[src/verilog/cpuPkg.sv]
// Core shared definitions
`default_nettype none

package cpuPkg;

    // Plain vector types
    typedef logic [31:0] word_t;
    typedef logic [4:0]  regIndex_t;

    // Instruction type codes, anything else runs as a no-op
    typedef enum logic [4:0] {
        OpRType = 5'd0,
        OpJ     = 5'd1,
        OpBne   = 5'd2,
        OpJal   = 5'd3,
        OpJr    = 5'd4,
        OpAddi  = 5'd5,
        OpBlt   = 5'd6,
        OpSw    = 5'd7,
        OpLw    = 5'd8
    } opcode_t;

    // R-type function codes
    typedef enum logic [4:0] {
        AluAdd = 5'd0,
        AluSub = 5'd1,
        AluAnd = 5'd2,
        AluOr  = 5'd3,
        AluSll = 5'd4,
        AluSra = 5'd5
    } aluOp_t;

    // jal destination
    localparam regIndex_t LinkReg = 5'd31;

    ////////////////////////////////////////
    // Instruction field positions
    ////////////////////////////////////////
    localparam int OpcodeHi = 31;
    localparam int OpcodeLo = 27;
    localparam int RdHi     = 26;
    localparam int RdLo     = 22;
    localparam int RsHi     = 21;
    localparam int RsLo     = 17;
    localparam int RtHi     = 16;
    localparam int RtLo     = 12;
    localparam int ShamtHi  = 11;
    localparam int ShamtLo  = 7;
    localparam int AluOpHi  = 6;
    localparam int AluOpLo  = 2;
    // 17-bit immediate, sign-extended on use
    localparam int ImmHi    = 16;
    localparam int ImmLo    = 0;
    localparam int TargetHi = 26;
    localparam int TargetLo = 0;

    ////////////////////////////////////////
    // Pipeline registers
    ////////////////////////////////////////
    typedef struct packed {
        word_t instruction;
        word_t pcNext;
    } fdReg_t;

    typedef struct packed {
        fdReg_t fd;
        word_t  rsData;
        word_t  rtData;
    } dxReg_t;

    typedef struct packed {
        word_t instruction;
        word_t result;
        word_t storeData;
    } xmReg_t;

    typedef struct packed {
        word_t instruction;
        word_t result;
        word_t loadData;
    } mwReg_t;

    // Data memory request, write lands on the rising edge
    typedef struct packed {
        word_t address;
        word_t writeData;
        logic  writeEnable;
    } dmemReq_t;

endpackage

`default_nettype wire

[src/verilog/fetchStage.sv]
// Instruction fetch stage
`timescale 1ns/1ps
`default_nettype none

module fetchStage import cpuPkg::*; #(
    parameter int ImemAddrWidth = 12
) (
    input  wire logic  clock,
    input  wire logic  reset,
    input  wire word_t imemData,
    input  wire logic  loadUseStall,
    input  wire logic  redirectValid,
    input  wire word_t redirectTarget,
    output word_t      imemAddress,
    output fdReg_t     fd
);

    word_t pc;
    word_t pcPlusOne;
    word_t pcNext;

    // Word addressed, so sequential fetch is plus one
    assign pcPlusOne = pc + 32'd1;

    // Taken jump or branch wins, a stall holds the PC
    always_comb begin
        if (redirectValid) begin
            pcNext = redirectTarget;
        end else if (loadUseStall) begin
            pcNext = pc;
        end else begin
            pcNext = pcPlusOne;
        end
    end

    always_ff @(posedge clock) begin
        if (reset) begin
            pc <= '0;
        end else begin
            pc <= pcNext;
        end
    end

    // Only the low bits reach the instruction memory
    assign imemAddress = {{(32 - ImemAddrWidth){1'b0}}, pc[ImemAddrWidth-1:0]};

    ////////////////////////////////////////
    // Fetch/decode register
    ////////////////////////////////////////
    always_ff @(posedge clock) begin
        if (reset || redirectValid) begin
            // Younger fetch is dropped on a redirect
            fd <= '0;
        end else if (!loadUseStall) begin
            fd.instruction <= imemData;
            fd.pcNext      <= pcPlusOne;
        end
    end

    // Stalled cycle leaves the PC in place
    assert property (@(posedge clock) disable iff (reset) loadUseStall |=> $stable(pc))
        else $error("PC advanced during a load-use stall");

endmodule

`default_nettype wire

[src/verilog/decodeStage.sv]
// Instruction decode stage
`timescale 1ns/1ps
`default_nettype none

module decodeStage import cpuPkg::*; (
    input  wire logic   clock,
    input  wire logic   reset,
    input  wire fdReg_t fd,
    input  wire word_t  readDataA,
    input  wire word_t  readDataB,
    input  wire logic   squash,
    input  wire word_t  dxInstruction,
    output regIndex_t   readRegA,
    output regIndex_t   readRegB,
    output logic        loadUseStall,
    output dxReg_t      dx
);

    opcode_t   opcode;
    regIndex_t rd;
    regIndex_t rs;
    regIndex_t rt;
    logic      readsRd;

    // Fields of the instruction in execute
    opcode_t   dxOpcode;
    regIndex_t dxRd;

    assign opcode = opcode_t'(fd.instruction[OpcodeHi:OpcodeLo]);
    assign rd     = fd.instruction[RdHi:RdLo];
    assign rs     = fd.instruction[RsHi:RsLo];
    assign rt     = fd.instruction[RtHi:RtLo];

    // Branches, jr and sw take their second source from rd
    assign readsRd = (opcode == OpBne) || (opcode == OpJr) ||
                     (opcode == OpBlt) || (opcode == OpSw);

    assign readRegA = rs;
    assign readRegB = readsRd ? rd : rt;

    ////////////////////////////////////////
    // Load-use hazard
    ////////////////////////////////////////
    // Fields of the lw candidate sitting in execute
    assign dxOpcode = opcode_t'(dxInstruction[OpcodeHi:OpcodeLo]);
    assign dxRd     = dxInstruction[RdHi:RdLo];

    // Store data of a sw is fixed up later in the memory stage
    always_comb begin
        loadUseStall = 1'b0;
        if (dxOpcode == OpLw) begin
            if (rs == dxRd) begin
                loadUseStall = 1'b1;
            end
            if ((readRegB == dxRd) && (opcode != OpSw)) begin
                loadUseStall = 1'b1;
            end
        end
    end

    ////////////////////////////////////////
    // Decode/execute register
    ////////////////////////////////////////
    always_ff @(posedge clock) begin
        if (reset || squash || loadUseStall) begin
            // Bubble in place of the held or discarded entry
            dx <= '0;
        end else begin
            dx.fd     <= fd;
            dx.rsData <= readDataA;
            dx.rtData <= readDataB;
        end
    end

endmodule

`default_nettype wire

[src/verilog/executeStage.sv]
// Execute stage with bypass and ALU
`timescale 1ns/1ps
`default_nettype none

module executeStage import cpuPkg::*; (
    input  wire logic   clock,
    input  wire logic   reset,
    input  wire dxReg_t dx,
    input  wire word_t  memResult,
    input  wire word_t  memInstruction,
    input  wire word_t  wbData,
    input  wire word_t  wbInstruction,
    output logic        redirectValid,
    output word_t       redirectTarget,
    output xmReg_t      xm
);

    opcode_t   opcode;
    aluOp_t    aluOp;
    regIndex_t rd;
    regIndex_t rs;
    regIndex_t rt;
    logic [4:0] shamt;
    word_t     immediate;
    word_t     jumpTarget;
    logic      readsRd;
    logic      usesImmediate;
    word_t     operandA;
    word_t     operandB;
    word_t     aluIn;
    word_t     aluResult;
    logic      isControl;

    // Register written by an older instruction
    function automatic regIndex_t destOf(input word_t instr);
        // jal writes the link register
        if (opcode_t'(instr[OpcodeHi:OpcodeLo]) == OpJal) begin
            return LinkReg;
        end
        return instr[RdHi:RdLo];
    endfunction

    // Bypass hit from an older writing instruction to a nonzero register
    function automatic logic hits(input word_t instr, input regIndex_t src);
        opcode_t op;
        op = opcode_t'(instr[OpcodeHi:OpcodeLo]);
        return (op inside {OpRType, OpAddi, OpLw, OpJal}) &&
               (destOf(instr) != '0) && (destOf(instr) == src);
    endfunction

    // Memory stage holds the younger result and wins over writeback
    function automatic word_t pickOperand(input regIndex_t src, input word_t regValue);
        if (hits(memInstruction, src)) begin
            return memResult;
        end else if (hits(wbInstruction, src)) begin
            return wbData;
        end
        return regValue;
    endfunction

    ////////////////////////////////////////
    // Field decode
    ////////////////////////////////////////
    assign opcode     = opcode_t'(dx.fd.instruction[OpcodeHi:OpcodeLo]);
    assign aluOp      = aluOp_t'(dx.fd.instruction[AluOpHi:AluOpLo]);
    assign rd         = dx.fd.instruction[RdHi:RdLo];
    assign rs         = dx.fd.instruction[RsHi:RsLo];
    assign rt         = dx.fd.instruction[RtHi:RtLo];
    assign shamt      = dx.fd.instruction[ShamtHi:ShamtLo];
    assign immediate  = {{15{dx.fd.instruction[ImmHi]}}, dx.fd.instruction[ImmHi:ImmLo]};
    assign jumpTarget = {5'b0, dx.fd.instruction[TargetHi:TargetLo]};

    assign readsRd       = opcode inside {OpBne, OpJr, OpBlt, OpSw};
    assign usesImmediate = opcode inside {OpAddi, OpLw, OpSw};

    // Operand B follows whichever register decode read on port B
    always_comb begin
        operandA = pickOperand(rs, dx.rsData);
        operandB = pickOperand(readsRd ? rd : rt, dx.rtData);
    end

    ////////////////////////////////////////
    // ALU
    ////////////////////////////////////////
    assign aluIn = usesImmediate ? immediate : operandB;

    always_comb begin
        if (opcode != OpRType) begin
            // Address and addi arithmetic
            aluResult = operandA + aluIn;
        end else begin
            unique case (aluOp)
                AluAdd:  aluResult = operandA + aluIn;
                AluSub:  aluResult = operandA - aluIn;
                AluAnd:  aluResult = operandA & aluIn;
                AluOr:   aluResult = operandA | aluIn;
                AluSll:  aluResult = operandA << shamt;
                AluSra:  aluResult = word_t'($signed(operandA) >>> shamt);
                default: aluResult = '0;
            endcase
        end
    end

    // Branches compare rd against rs
    always_comb begin
        redirectValid  = 1'b0;
        redirectTarget = dx.fd.pcNext + immediate;
        unique case (opcode)
            OpBne: redirectValid = (operandB != operandA);
            OpBlt: redirectValid = ($signed(operandB) < $signed(operandA));
            OpJ, OpJal: begin
                redirectValid  = 1'b1;
                redirectTarget = jumpTarget;
            end
            OpJr: begin
                redirectValid  = 1'b1;
                redirectTarget = operandB;
            end
            default: redirectValid = 1'b0;
        endcase
    end

    always_ff @(posedge clock) begin
        if (reset) begin
            xm <= '0;
        end else begin
            xm.instruction <= dx.fd.instruction;
            // Link value for jal
            xm.result      <= (opcode == OpJal) ? dx.fd.pcNext : aluResult;
            xm.storeData   <= operandB;
        end
    end

    assign isControl = opcode inside {OpJ, OpBne, OpJal, OpJr, OpBlt};

    // A redirect only comes from a control instruction
    assert property (@(posedge clock) disable iff (reset) redirectValid |-> isControl)
        else $error("Redirect from a non-control instruction");

    // The entry behind a redirect is squashed to a bubble
    assert property (@(posedge clock) disable iff (reset)
        redirectValid |=> (dx.fd.instruction == '0))
        else $error("Redirect without squash of the next entry");

endmodule

`default_nettype wire

[src/verilog/memWriteStage.sv]
// Memory access and writeback
`timescale 1ns/1ps
`default_nettype none

module memWriteStage import cpuPkg::*; #(
    parameter int DmemAddrWidth = 12
) (
    input  wire logic   clock,
    input  wire logic   reset,
    input  wire xmReg_t xm,
    input  wire word_t  dmemData,
    output dmemReq_t    dmem,
    output logic        writeEnable,
    output regIndex_t   writeReg,
    output word_t       writeData,
    output word_t       wbInstruction
);

    opcode_t   xmOpcode;
    regIndex_t xmRd;
    opcode_t   wbOpcode;
    mwReg_t    mw;

    assign xmOpcode = opcode_t'(xm.instruction[OpcodeHi:OpcodeLo]);
    assign xmRd     = xm.instruction[RdHi:RdLo];

    ////////////////////////////////////////
    // Data memory drive
    ////////////////////////////////////////
    assign dmem.address = {{(32 - DmemAddrWidth){1'b0}}, xm.result[DmemAddrWidth-1:0]};
    assign dmem.writeEnable = (xmOpcode == OpSw);

    // Writeback of the previous instruction overrides stale store data
    assign dmem.writeData = (writeEnable && (writeReg == xmRd)) ? writeData : xm.storeData;

    always_ff @(posedge clock) begin
        if (reset) begin
            mw <= '0;
        end else begin
            mw.instruction <= xm.instruction;
            mw.result      <= xm.result;
            mw.loadData    <= dmemData;
        end
    end

    ////////////////////////////////////////
    // Writeback
    ////////////////////////////////////////
    assign wbOpcode      = opcode_t'(mw.instruction[OpcodeHi:OpcodeLo]);
    assign wbInstruction = mw.instruction;

    assign writeData = (wbOpcode == OpLw) ? mw.loadData : mw.result;
    assign writeReg  = (wbOpcode == OpJal) ? LinkReg : mw.instruction[RdHi:RdLo];

    // Register 0 is never written, which keeps bubbles silent
    assign writeEnable = (wbOpcode inside {OpRType, OpAddi, OpLw, OpJal}) &&
                         (writeReg != '0);

    // A store reaching writeback must not touch the register file
    assert property (@(posedge clock) disable iff (reset) dmem.writeEnable |=> !writeEnable)
        else $error("Store also wrote a register");

endmodule

`default_nettype wire

[src/verilog/pipelineCpu.sv]
// Pipelined core top level
`timescale 1ns/1ps
`default_nettype none

module pipelineCpu import cpuPkg::*; #(
    parameter int ImemAddrWidth = 12,
    parameter int DmemAddrWidth = 12
) (
    input  wire logic      clock,
    input  wire logic      reset,
    // Instruction memory
    output word_t          imemAddress,
    input  wire word_t     imemData,
    // Data memory
    output dmemReq_t       dmem,
    input  wire word_t     dmemData,
    // Register file
    output regIndex_t      readRegA,
    output regIndex_t      readRegB,
    input  wire word_t     readDataA,
    input  wire word_t     readDataB,
    output logic           writeEnable,
    output regIndex_t      writeReg,
    output word_t          writeData
);

    // Stage to stage buses
    fdReg_t fdBus;
    dxReg_t dxBus;
    xmReg_t xmBus;

    // Hazard and redirect control
    logic  loadUseStall;
    logic  redirectValid;
    word_t redirectTarget;
    word_t wbInstruction;

    fetchStage #(.ImemAddrWidth(ImemAddrWidth)) fetch_i (
        .clock          (clock),
        .reset          (reset),
        .imemData       (imemData),
        .loadUseStall   (loadUseStall),
        .redirectValid  (redirectValid),
        .redirectTarget (redirectTarget),
        .imemAddress    (imemAddress),
        .fd             (fdBus)
    );

    decodeStage decode_i (
        .clock         (clock),
        .reset         (reset),
        .fd            (fdBus),
        .readDataA     (readDataA),
        .readDataB     (readDataB),
        .squash        (redirectValid),
        .dxInstruction (dxBus.fd.instruction),
        .readRegA      (readRegA),
        .readRegB      (readRegB),
        .loadUseStall  (loadUseStall),
        .dx            (dxBus)
    );

    // Bypass sources are the memory stage entry and the writeback value
    executeStage execute_i (
        .clock          (clock),
        .reset          (reset),
        .dx             (dxBus),
        .memResult      (xmBus.result),
        .memInstruction (xmBus.instruction),
        .wbData         (writeData),
        .wbInstruction  (wbInstruction),
        .redirectValid  (redirectValid),
        .redirectTarget (redirectTarget),
        .xm             (xmBus)
    );

    memWriteStage #(.DmemAddrWidth(DmemAddrWidth)) memWrite_i (
        .clock         (clock),
        .reset         (reset),
        .xm            (xmBus),
        .dmemData      (dmemData),
        .dmem          (dmem),
        .writeEnable   (writeEnable),
        .writeReg      (writeReg),
        .writeData     (writeData),
        .wbInstruction (wbInstruction)
    );

endmodule

`default_nettype wire

[config.mk]
export PLATFORM = sky130hd
export DESIGN_NAME = pipelineCpu
export DESIGN_NICKNAME = d
export VERILOG_FILES = /design/src/verilog/cpuPkg.sv /design/src/verilog/fetchStage.sv /design/src/verilog/decodeStage.sv /design/src/verilog/executeStage.sv /design/src/verilog/memWriteStage.sv /design/src/verilog/pipelineCpu.sv
export SDC_FILE = /design/constraint.sdc
export NUM_CORES = 1
export LEC_CHECK = 0
export BUFFER_PORTS_ARGS = -buffer_cell sky130_fd_sc_hd__buf_2
export CAP_MARGIN = 25
export CORE_ASPECT_RATIO = 0.7
export CORE_MARGIN = 8
export CORE_UTILIZATION = 61
export DETAILED_ROUTE_END_ITERATION = 7
export PLACE_DENSITY_LB_ADDON = 0.2
export SETUP_SLACK_MARGIN = 0.1
export SLEW_MARGIN = 25
export SYNTH_ARGS = -nofsm -noshare
export SYNTH_HDL_FRONTEND = slang
export SYNTH_SLANG_ARGS = --single-unit
[constraint.sdc]
create_clock -name clock -period 7.4 [get_ports clock]
set_input_delay 1.48 -clock clock [delete_from_list [all_inputs] [get_ports clock]]
set_output_delay 1.48 -clock clock [all_outputs]
set_load 0.05 [all_outputs]
# Word-level counts from Yosys, hierarchy flattened
# Index checks and enable logic that the tools add are counted.
word_totals:
  wordCells: 122
  output_inout_bits: 145
  ff_bits: 416
  in_bits: 130
op_classes:
  reduce_logical: 29
  shifts: 2
  magnitude_cmp: 1
  n_eq_ne: 34
  add_sub_neg: 4
  muxes: 37
  bitwise: 2
op_table:
  columns: ["cell", "n"]
  rows:
  - ["32-bit 2-to-1 mux", 13]
  - ["32-bit one-hot mux with 6 select lines", 1]
  - ["32-bit adder", 2]
  - ["32-bit one-hot mux with 2 select lines", 1]
  - ["5-bit by 3-bit == test with 1-bit output (second input constant)", 12]
  - ["5-bit 2-to-1 mux", 10]
  - ["5-bit by 2-bit == test with 1-bit output (second input constant)", 7]
  - ["5-bit == test", 7]
  - ["32-bit by 1-bit adder with 32-bit output (second input constant)", 1]
  - ["32-bit AND", 1]
  - ["32-bit less-than comparator", 1]
  - ["32-bit inequality test", 1]
  - ["32-bit bitwise OR", 1]
  - ["32-bit by 5-bit << shifter with 32-bit output", 1]
  - ["32-bit by 5-bit >>> shifter with 32-bit output", 1]
  - ["32-bit subtractor", 1]
  - ["5-bit nonzero test", 5]
  - ["5-bit by 4-bit == test with 1-bit output (second input constant)", 3]
  - ["5-bit zero test", 3]
  - ["4-bit nonzero test", 3]
  - ["1-bit 2-to-1 mux", 11]
  - ["5-bit by 1-bit == test with 1-bit output (second input constant)", 2]
  - ["1-bit logical AND", 10]
  - ["1-bit logical OR", 5]
  - ["6 further kinds", 6]

# Logic depth before layout (Yosys ltp)
logic_depth:
  depth_word: 20
  ltp_mapped: 29
  depth_no_buf: 26

# Modules after synthesis
# Synthesis repeated with hierarchy kept, for this count alone.
unflattened:
  cells_unflattened: 3671
  hier_area_um2: 30086.4
by_module_without_submodules:
  columns: ["mod", "area_per_inst_um2", "seq_area_each_um2", "cells_each", "n_inst"]
  rows:
  - ["executeStage", 17174.0, 1921.8, 2398, 1]
  - ["fetchStage", 4648.2, 1921.8, 543, 1]
  - ["memWriteStage", 4244.1, 1921.8, 375, 1]
  - ["decodeStage", 4020.1, 2562.5, 355, 1]

# Least setup slack after synthesis
# No wires, ideal clock.
synth_timing:
  path_kind: "register to register"
  start: "register memWrite_i.mw (netlist bit memWrite_i.wbInstruction[29])"
  end: "register, netlist name execute_i.xm[60]"
  required_time_ps: 7270
  setup_slack_ps: 166
  path_buffers: 2
  t_arrival_ps: 7104
  setup_time_ps: 130
  period_less_slack_ps: 7234
  stages_incl_launch_ff: 26
  cell_sequence: "dfxtp_1 > or4bb_1 > a31oi_1 > a21boi_0 > and3_1 > clkbuf_1 > buf_2 > mux2i_1 > nor2_1 > a21oi_1 > nand2_1 > o21a_1 > ha_1 > fa_1 > a21o_1 > a2111oi_0 > o32a_1 > o211ai_1 > a41oi_1 > o21ai_0 > a31o_2 > xor2_1 > a211oi_1 > o211ai_1 > nor4_1 > o22ai_1"
synth_via:
  elab_chain_cells: 16
  word_cells_on_any_way: 41
  cone_classes: "add/sub (2); eq/ne (5); shift (2); mux (22); bitwise (2); reduce/logical (8)"
synth_rtl:
  columns: ["item", "line_no", "source"]
  rows:
  - ["start, declared", "memWriteStage.sv:22", "mwReg_t mw;"]
  - ["5-bit by 2-bit == test with 1-bit output", "executeStage.sv:37, executeStage.sv:47", null]
  - ["1-bit 2-to-1 mux", "executeStage.sv:37", "if (opcode_t'(instr[OpcodeHi:OpcodeLo]) == OpJal) begin"]
  - ["1-bit 2-to-1 mux", "executeStage.sv:53", "if (hits(memInstruction, src)) begin"]
  - ["5-bit 2-to-1 mux", "executeStage.sv:40", "return instr[RdHi:RdLo];"]
  - ["5-bit 2-to-1 mux", "executeStage.sv:53", null]
  - ["5-bit nonzero test", "executeStage.sv:48", "(destOf(instr) != '0) && (destOf(instr) == src);"]
  - ["1-bit logical AND", "executeStage.sv:47", "return (op inside {OpRType, OpAddi, OpLw, OpJal}) &&"]
  - ["1-bit logical AND", "executeStage.sv:48", null]
  - ["1-bit 2-to-1 mux", "executeStage.sv:55", "end else if (hits(wbInstruction, src)) begin"]
  - ["1-bit 2-to-1 mux", "executeStage.sv:53", null]
  - ["32-bit 2-to-1 mux", "executeStage.sv:58", "return regValue;"]
  - ["32-bit 2-to-1 mux", "executeStage.sv:85", "assign aluIn = usesImmediate ? immediate : operandB;"]
  - ["32-bit subtractor, or another cell as far along", "executeStage.sv:94", "AluSub: aluResult = operandA - aluIn;"]
  - ["32-bit one-hot mux with 6 select lines", "executeStage.sv:92", "unique case (aluOp)"]
  - ["32-bit 2-to-1 mux *", "executeStage.sv:88", "if (opcode != OpRType) begin"]
  - ["32-bit 2-to-1 mux *", "executeStage.sv:129", "xm.result <= (opcode == OpJal) ? dx.fd.pcNext : aluResult;"]
# Mark *: on every way between the ends. The rest lies on a longest branch, timed or not. The select of a mux whose other input is x is not followed.
# A chain may end at the register's enable or synchronous reset.

# Worst setup path in the final report
layout_timing:
  start: "register, netlist name decode_i.dx[127]"
  end: "register, netlist name execute_i.xm[54]"
layout_via:
  elab_chain_cells: 13
  word_cells_on_any_way: 27
  cone_classes: "add/sub (2); eq/ne (9); mux (9); bitwise (2); reduce/logical (5)"
layout_rtl:
  columns: ["item", "line_no", "source"]
  rows:
  - ["5-bit by 2-bit == test with 1-bit output or 5-bit by 3-bit == test with 1-bit output (tied branches)", null, null]
  - ["4-bit nonzero test *", "executeStage.sv:73", "assign readsRd = opcode inside {OpBne, OpJr, OpBlt, OpSw};"]
  - ["5-bit 2-to-1 mux *", "executeStage.sv:79", "operandB = pickOperand(readsRd ? rd : rt, dx.rtData);"]
  - ["5-bit == test", "executeStage.sv:48", null]
  - ["1-bit logical AND", "executeStage.sv:48", null]
  - ["1-bit 2-to-1 mux", "executeStage.sv:55", null]
  - ["1-bit 2-to-1 mux", "executeStage.sv:53", null]
  - ["32-bit 2-to-1 mux *", "executeStage.sv:58", null]
  - ["named net execute_i.operandB[5]", "executeStage.sv:29", "word_t operandB;"]
  - ["32-bit 2-to-1 mux *", "executeStage.sv:85", null]
  - ["32-bit subtractor or 32-bit adder (tied branches)", "executeStage.sv:94, executeStage.sv:90, executeStage.sv:93", null]
  - ["32-bit one-hot mux with 6 select lines", "executeStage.sv:92", null]
  - ["32-bit 2-to-1 mux *", "executeStage.sv:88", null]
  - ["32-bit 2-to-1 mux *", "executeStage.sv:129", null]
# Mark *: on every way through the listed nets, which the timed path passes. The rest lies on a longest branch.

==> run summary <==
Critical Path End Type: register
initial antenna violation count: 15
endpoints failing hold: 0
pin count of the biggest net entering global routing: 87
Syn Inst Count: 3264
Root Buffer: clkbuf_16
port bufs: 234
clk buf depth: 3
Yosys top cell by area: dfxtp_1
post-layout util: 69.5%
# hold bufs at CTS: 0
register bit total from synthesis: 372
RSZ-0062 raised after global routing: false
final wirelength: 121000 µm
most common cell after layout, fill and taps aside: dfxtp_1
Starting Density: 61.6%
fin cells: 4100
Worst path slowest cell: o21ai_0
Comb pwr share: 48.9%
Period minus WS final: 7200 ps
hold crit path type: reg -> reg
DR vias/cell: 6.87
Sw Ratio: 45.2%
commonest non-fill, non-tap cells in the layout: dfxtp_1, nor2_1, nand2_1
Critical Path RT: 7820 ps
skew final: 36.6 ps
Crit Path Category: reg -> reg
Num CTS Buffers: 37
number of flops mapped to enable cells by yosys: 0
1st-pass router iterations: 8
crit path DAT: 7620 ps
Fin Setup TNS: 0 ps
CP most frequent cell: buf_4
Internal: 4.83 mW
status: complete, but fails checks
first-pass GRT wire length: 175000 µm
Design Power: 8.81 mW
Worst path max stage delay: 690 ps
crit-path max FO: 10
Top FF cell, synth: dfxtp_1
share of layout cells above drive strength 1: 20.3%
maximum vdd drop: 0.211 mV
H-tree depth: 2
Least-Margin Pin Slew: 1200 ps
async set or reset register ratio after synthesis: 0%
post-DR wirelength/cell: 29.6 µm
drt first-iter violations: 5064
DPL Wire Length: 90900 µm
post-route ant nets: 0
CTS tree: yes
Slew HR: 20.0%
gpl congestion: 1.14
simple-gate share of the synthesized area: 19.0%
post-synthesis mux area share: 14.2%
total net switching power: 3.98 mW
post-synthesis sequential area ratio: 27.8%
FMAX: 139 MHz
Hold Path Stages: 1
Congestion Overflow GR: 0
Final Net Count: 3772
Synth top area share: 27.8%
clk slew on worst S/H paths: 70 ps
power share of the sequential group: 27.9%
DP Area: 28900 µm²
DRC Markers: 6
Core Footprint: 43600 µm²
maxcap violations: 0
cell family with most CP delay: compound AO/OA/AOI/OAI gates
Die ar.: 51000 µm²
CP bufs+invs: 4
reg2reg path depth: 27
via count: 28.2k
dpl cells: 4020
vias in the first global route: 26.2k
Compound-Gate Fraction of Synth Area: 19.4%
width of the die: 267 µm
final setup fails: 0
mean post-synth cell area: 8.22 µm²
failing checks: design-rule violations
Final Max Tran Viols: 0
Tcrit/Tclk final: 97.3%
Levels on crit path: 27
Warnings, synthesis: 0
I/O Pins: 275
largest cells by area after synthesis: dfxtp_1, ha_1, mux2_2
Layout area overhead: 12.9%
Finished Cell Area: 30300 µm²
post-synthesis adder-cell area fraction: 8.10%
LEAKAGE: 13.5 nW
Worst-Skew Late Latency: 570 ps
die height: 191 µm
post-synthesis xor/xnor area fraction: 4.70%
clock share of power: 23.2%
Startpoint Class: register
Pwr Density: 291 nW/µm²
post-synthesis cell area: 26800 µm²
# rows: 64
All-Layer GR Usage: 45.2%
post-synthesis cell type count: 91
Clock Sinks: 372
main combinational cell family by area after synthesis: compound AO/OA/AOI/OAI gates
[final cells by class]
| type | instances | area (µm²) |
|---|---|---|
| flip-flops and latches | 372 | 7450 |
| clock buffers | 46 | 1010 |
| clock inverters | 22 | 278 |
| well taps | 594 | 743 |
| fillers | 3345 | 13300 |
| diodes | 6 | 15.0 |
| multi-input cells | 2524 | 17800 |
| repair buffers | 403 | 2470 |
| inverters | 133 | 499 |
[Yosys cell counts, types with 24 or more instances]
cell        n
dfxtp_1   372
nor2_1    316
nand2_1   253
a21oi_1   210
clkbuf_1  171
ha_1      168
o21ai_0   165
and2_1    163
mux2_2    160
mux2i_1   136
inv_1     132
xnor2_1    98
nor2b_1    94
a211oi_1   77
buf_4      71
nor3_1     53
xor2_1     46
nand3_1    41
a21o_1     33
a221oi_1   26
o22ai_1    26
a22oi_1    25
mux4_2     25
nor4_1     24
o21bai_1   24
[worst reg2reg max path: stages (launching register included)]
cell,delay [ps]
dfxtp_1,380
nor2_1,140
a21boi_1,260
buf_4,200
mux2i_2,340
xor2_1,120
nor4_1,370
and3_4,410
buf_4,220
mux2i_1,110
o21ai_0,690
nor2_1,200
nor2_1,200
ha_1,350
and3_1,220
a2111oi_0,530
buf_4,220
o32a_1,220
o211ai_1,190
a21o_1,210
a21oi_1,130
buf_4,160
o31ai_1,100
xnor2_1,330
nand2_1,90
o21ai_0,90
o31ai_1,160
nor3_1,430
[power groups by stage]
| stage | Combinational (mW) | Clock (mW) | Sequential (mW) |
|---|---|---|---|
| after CTS | 4.01 | 2.03 | 2.44 |
| after detailed placement | 3.97 | 0 | 2.48 |
| after global placement | 3.89 | 0 | 2.47 |
| final | 4.31 | 2.04 | 2.46 |
| after global routing | 4.42 | 2.11 | 2.46 |
| after floorplan | 2.65 | 0 | 2.37 |
[layer usage]
| layer | global-route usage (%) | routed length, µm |
|---|---|---|
| met3 | 25.2 | 22000 |
| met4 | 17.9 | 5950 |
| met2 | 64.1 | 48000 |
| met1 | 56.2 | 45200 |
| met5 | 1.83 | 267 |
[state kept, by name, summed over array words and instances (netlist names)]
register,count
decode_i.dx,128
memWrite_i.mw,64
memWrite_i.wbInstruction,10
fetch_i.pc,32
fetch_i.fd,64
execute_i.xm,74
[kinds of logic (layout without fill, tap and decap cells)]
| family | after synthesis | count (layout) |
|---|---|---|
| AO/OA/AOI/OAI | 792 | 792 |
| XOR/XNOR | 144 | 144 |
| adder cells (fa/ha/maj) | 172 | 172 |
| buffers and inverters | 409 | 604 |
| flip-flops | 372 | 372 |
| multiplexers | 327 | 327 |
| other | 1 | 46 |
| AND/OR/NAND/NOR | 1047 | 1049 |
[repair_timing]
| item | in CTS | in global routing |
|---|---|---|
| resized for setup | 0 | 11 |
| gates cloned | 1 | 1 |
| setup endpoints to repair | 74 | 190 |
| setup buffers | 0 | 4 |
| pin swaps | 1 | 1 |
[through the flow]
step | hold WS, ps | setup WS [ps]
floorplan | 427 | 166
global placement | 436 | 225
detailed placement | 441 | 155
CTS | 453 | 199
global route | 472 | 121
finish | 452 | 199
[path summary, 6_finish.rpt]
kind                                                  start                     endpoint  slack (ps)
worst max-delay path            decode_i.dx[127]$_SDFF_PP0_  execute_i.xm[54]$_SDFF_PP0_         200
worst min-delay path            fetch_i.fd[38]$_SDFFE_PP0N_  decode_i.dx[102]$_SDFF_PP0_         450
worst max register to register  decode_i.dx[127]$_SDFF_PP0_  execute_i.xm[54]$_SDFF_PP0_         200
worst min register to register  fetch_i.fd[38]$_SDFFE_PP0N_  decode_i.dx[102]$_SDFF_PP0_         450
No activity file was read; power rests on OpenSTA's default activity.
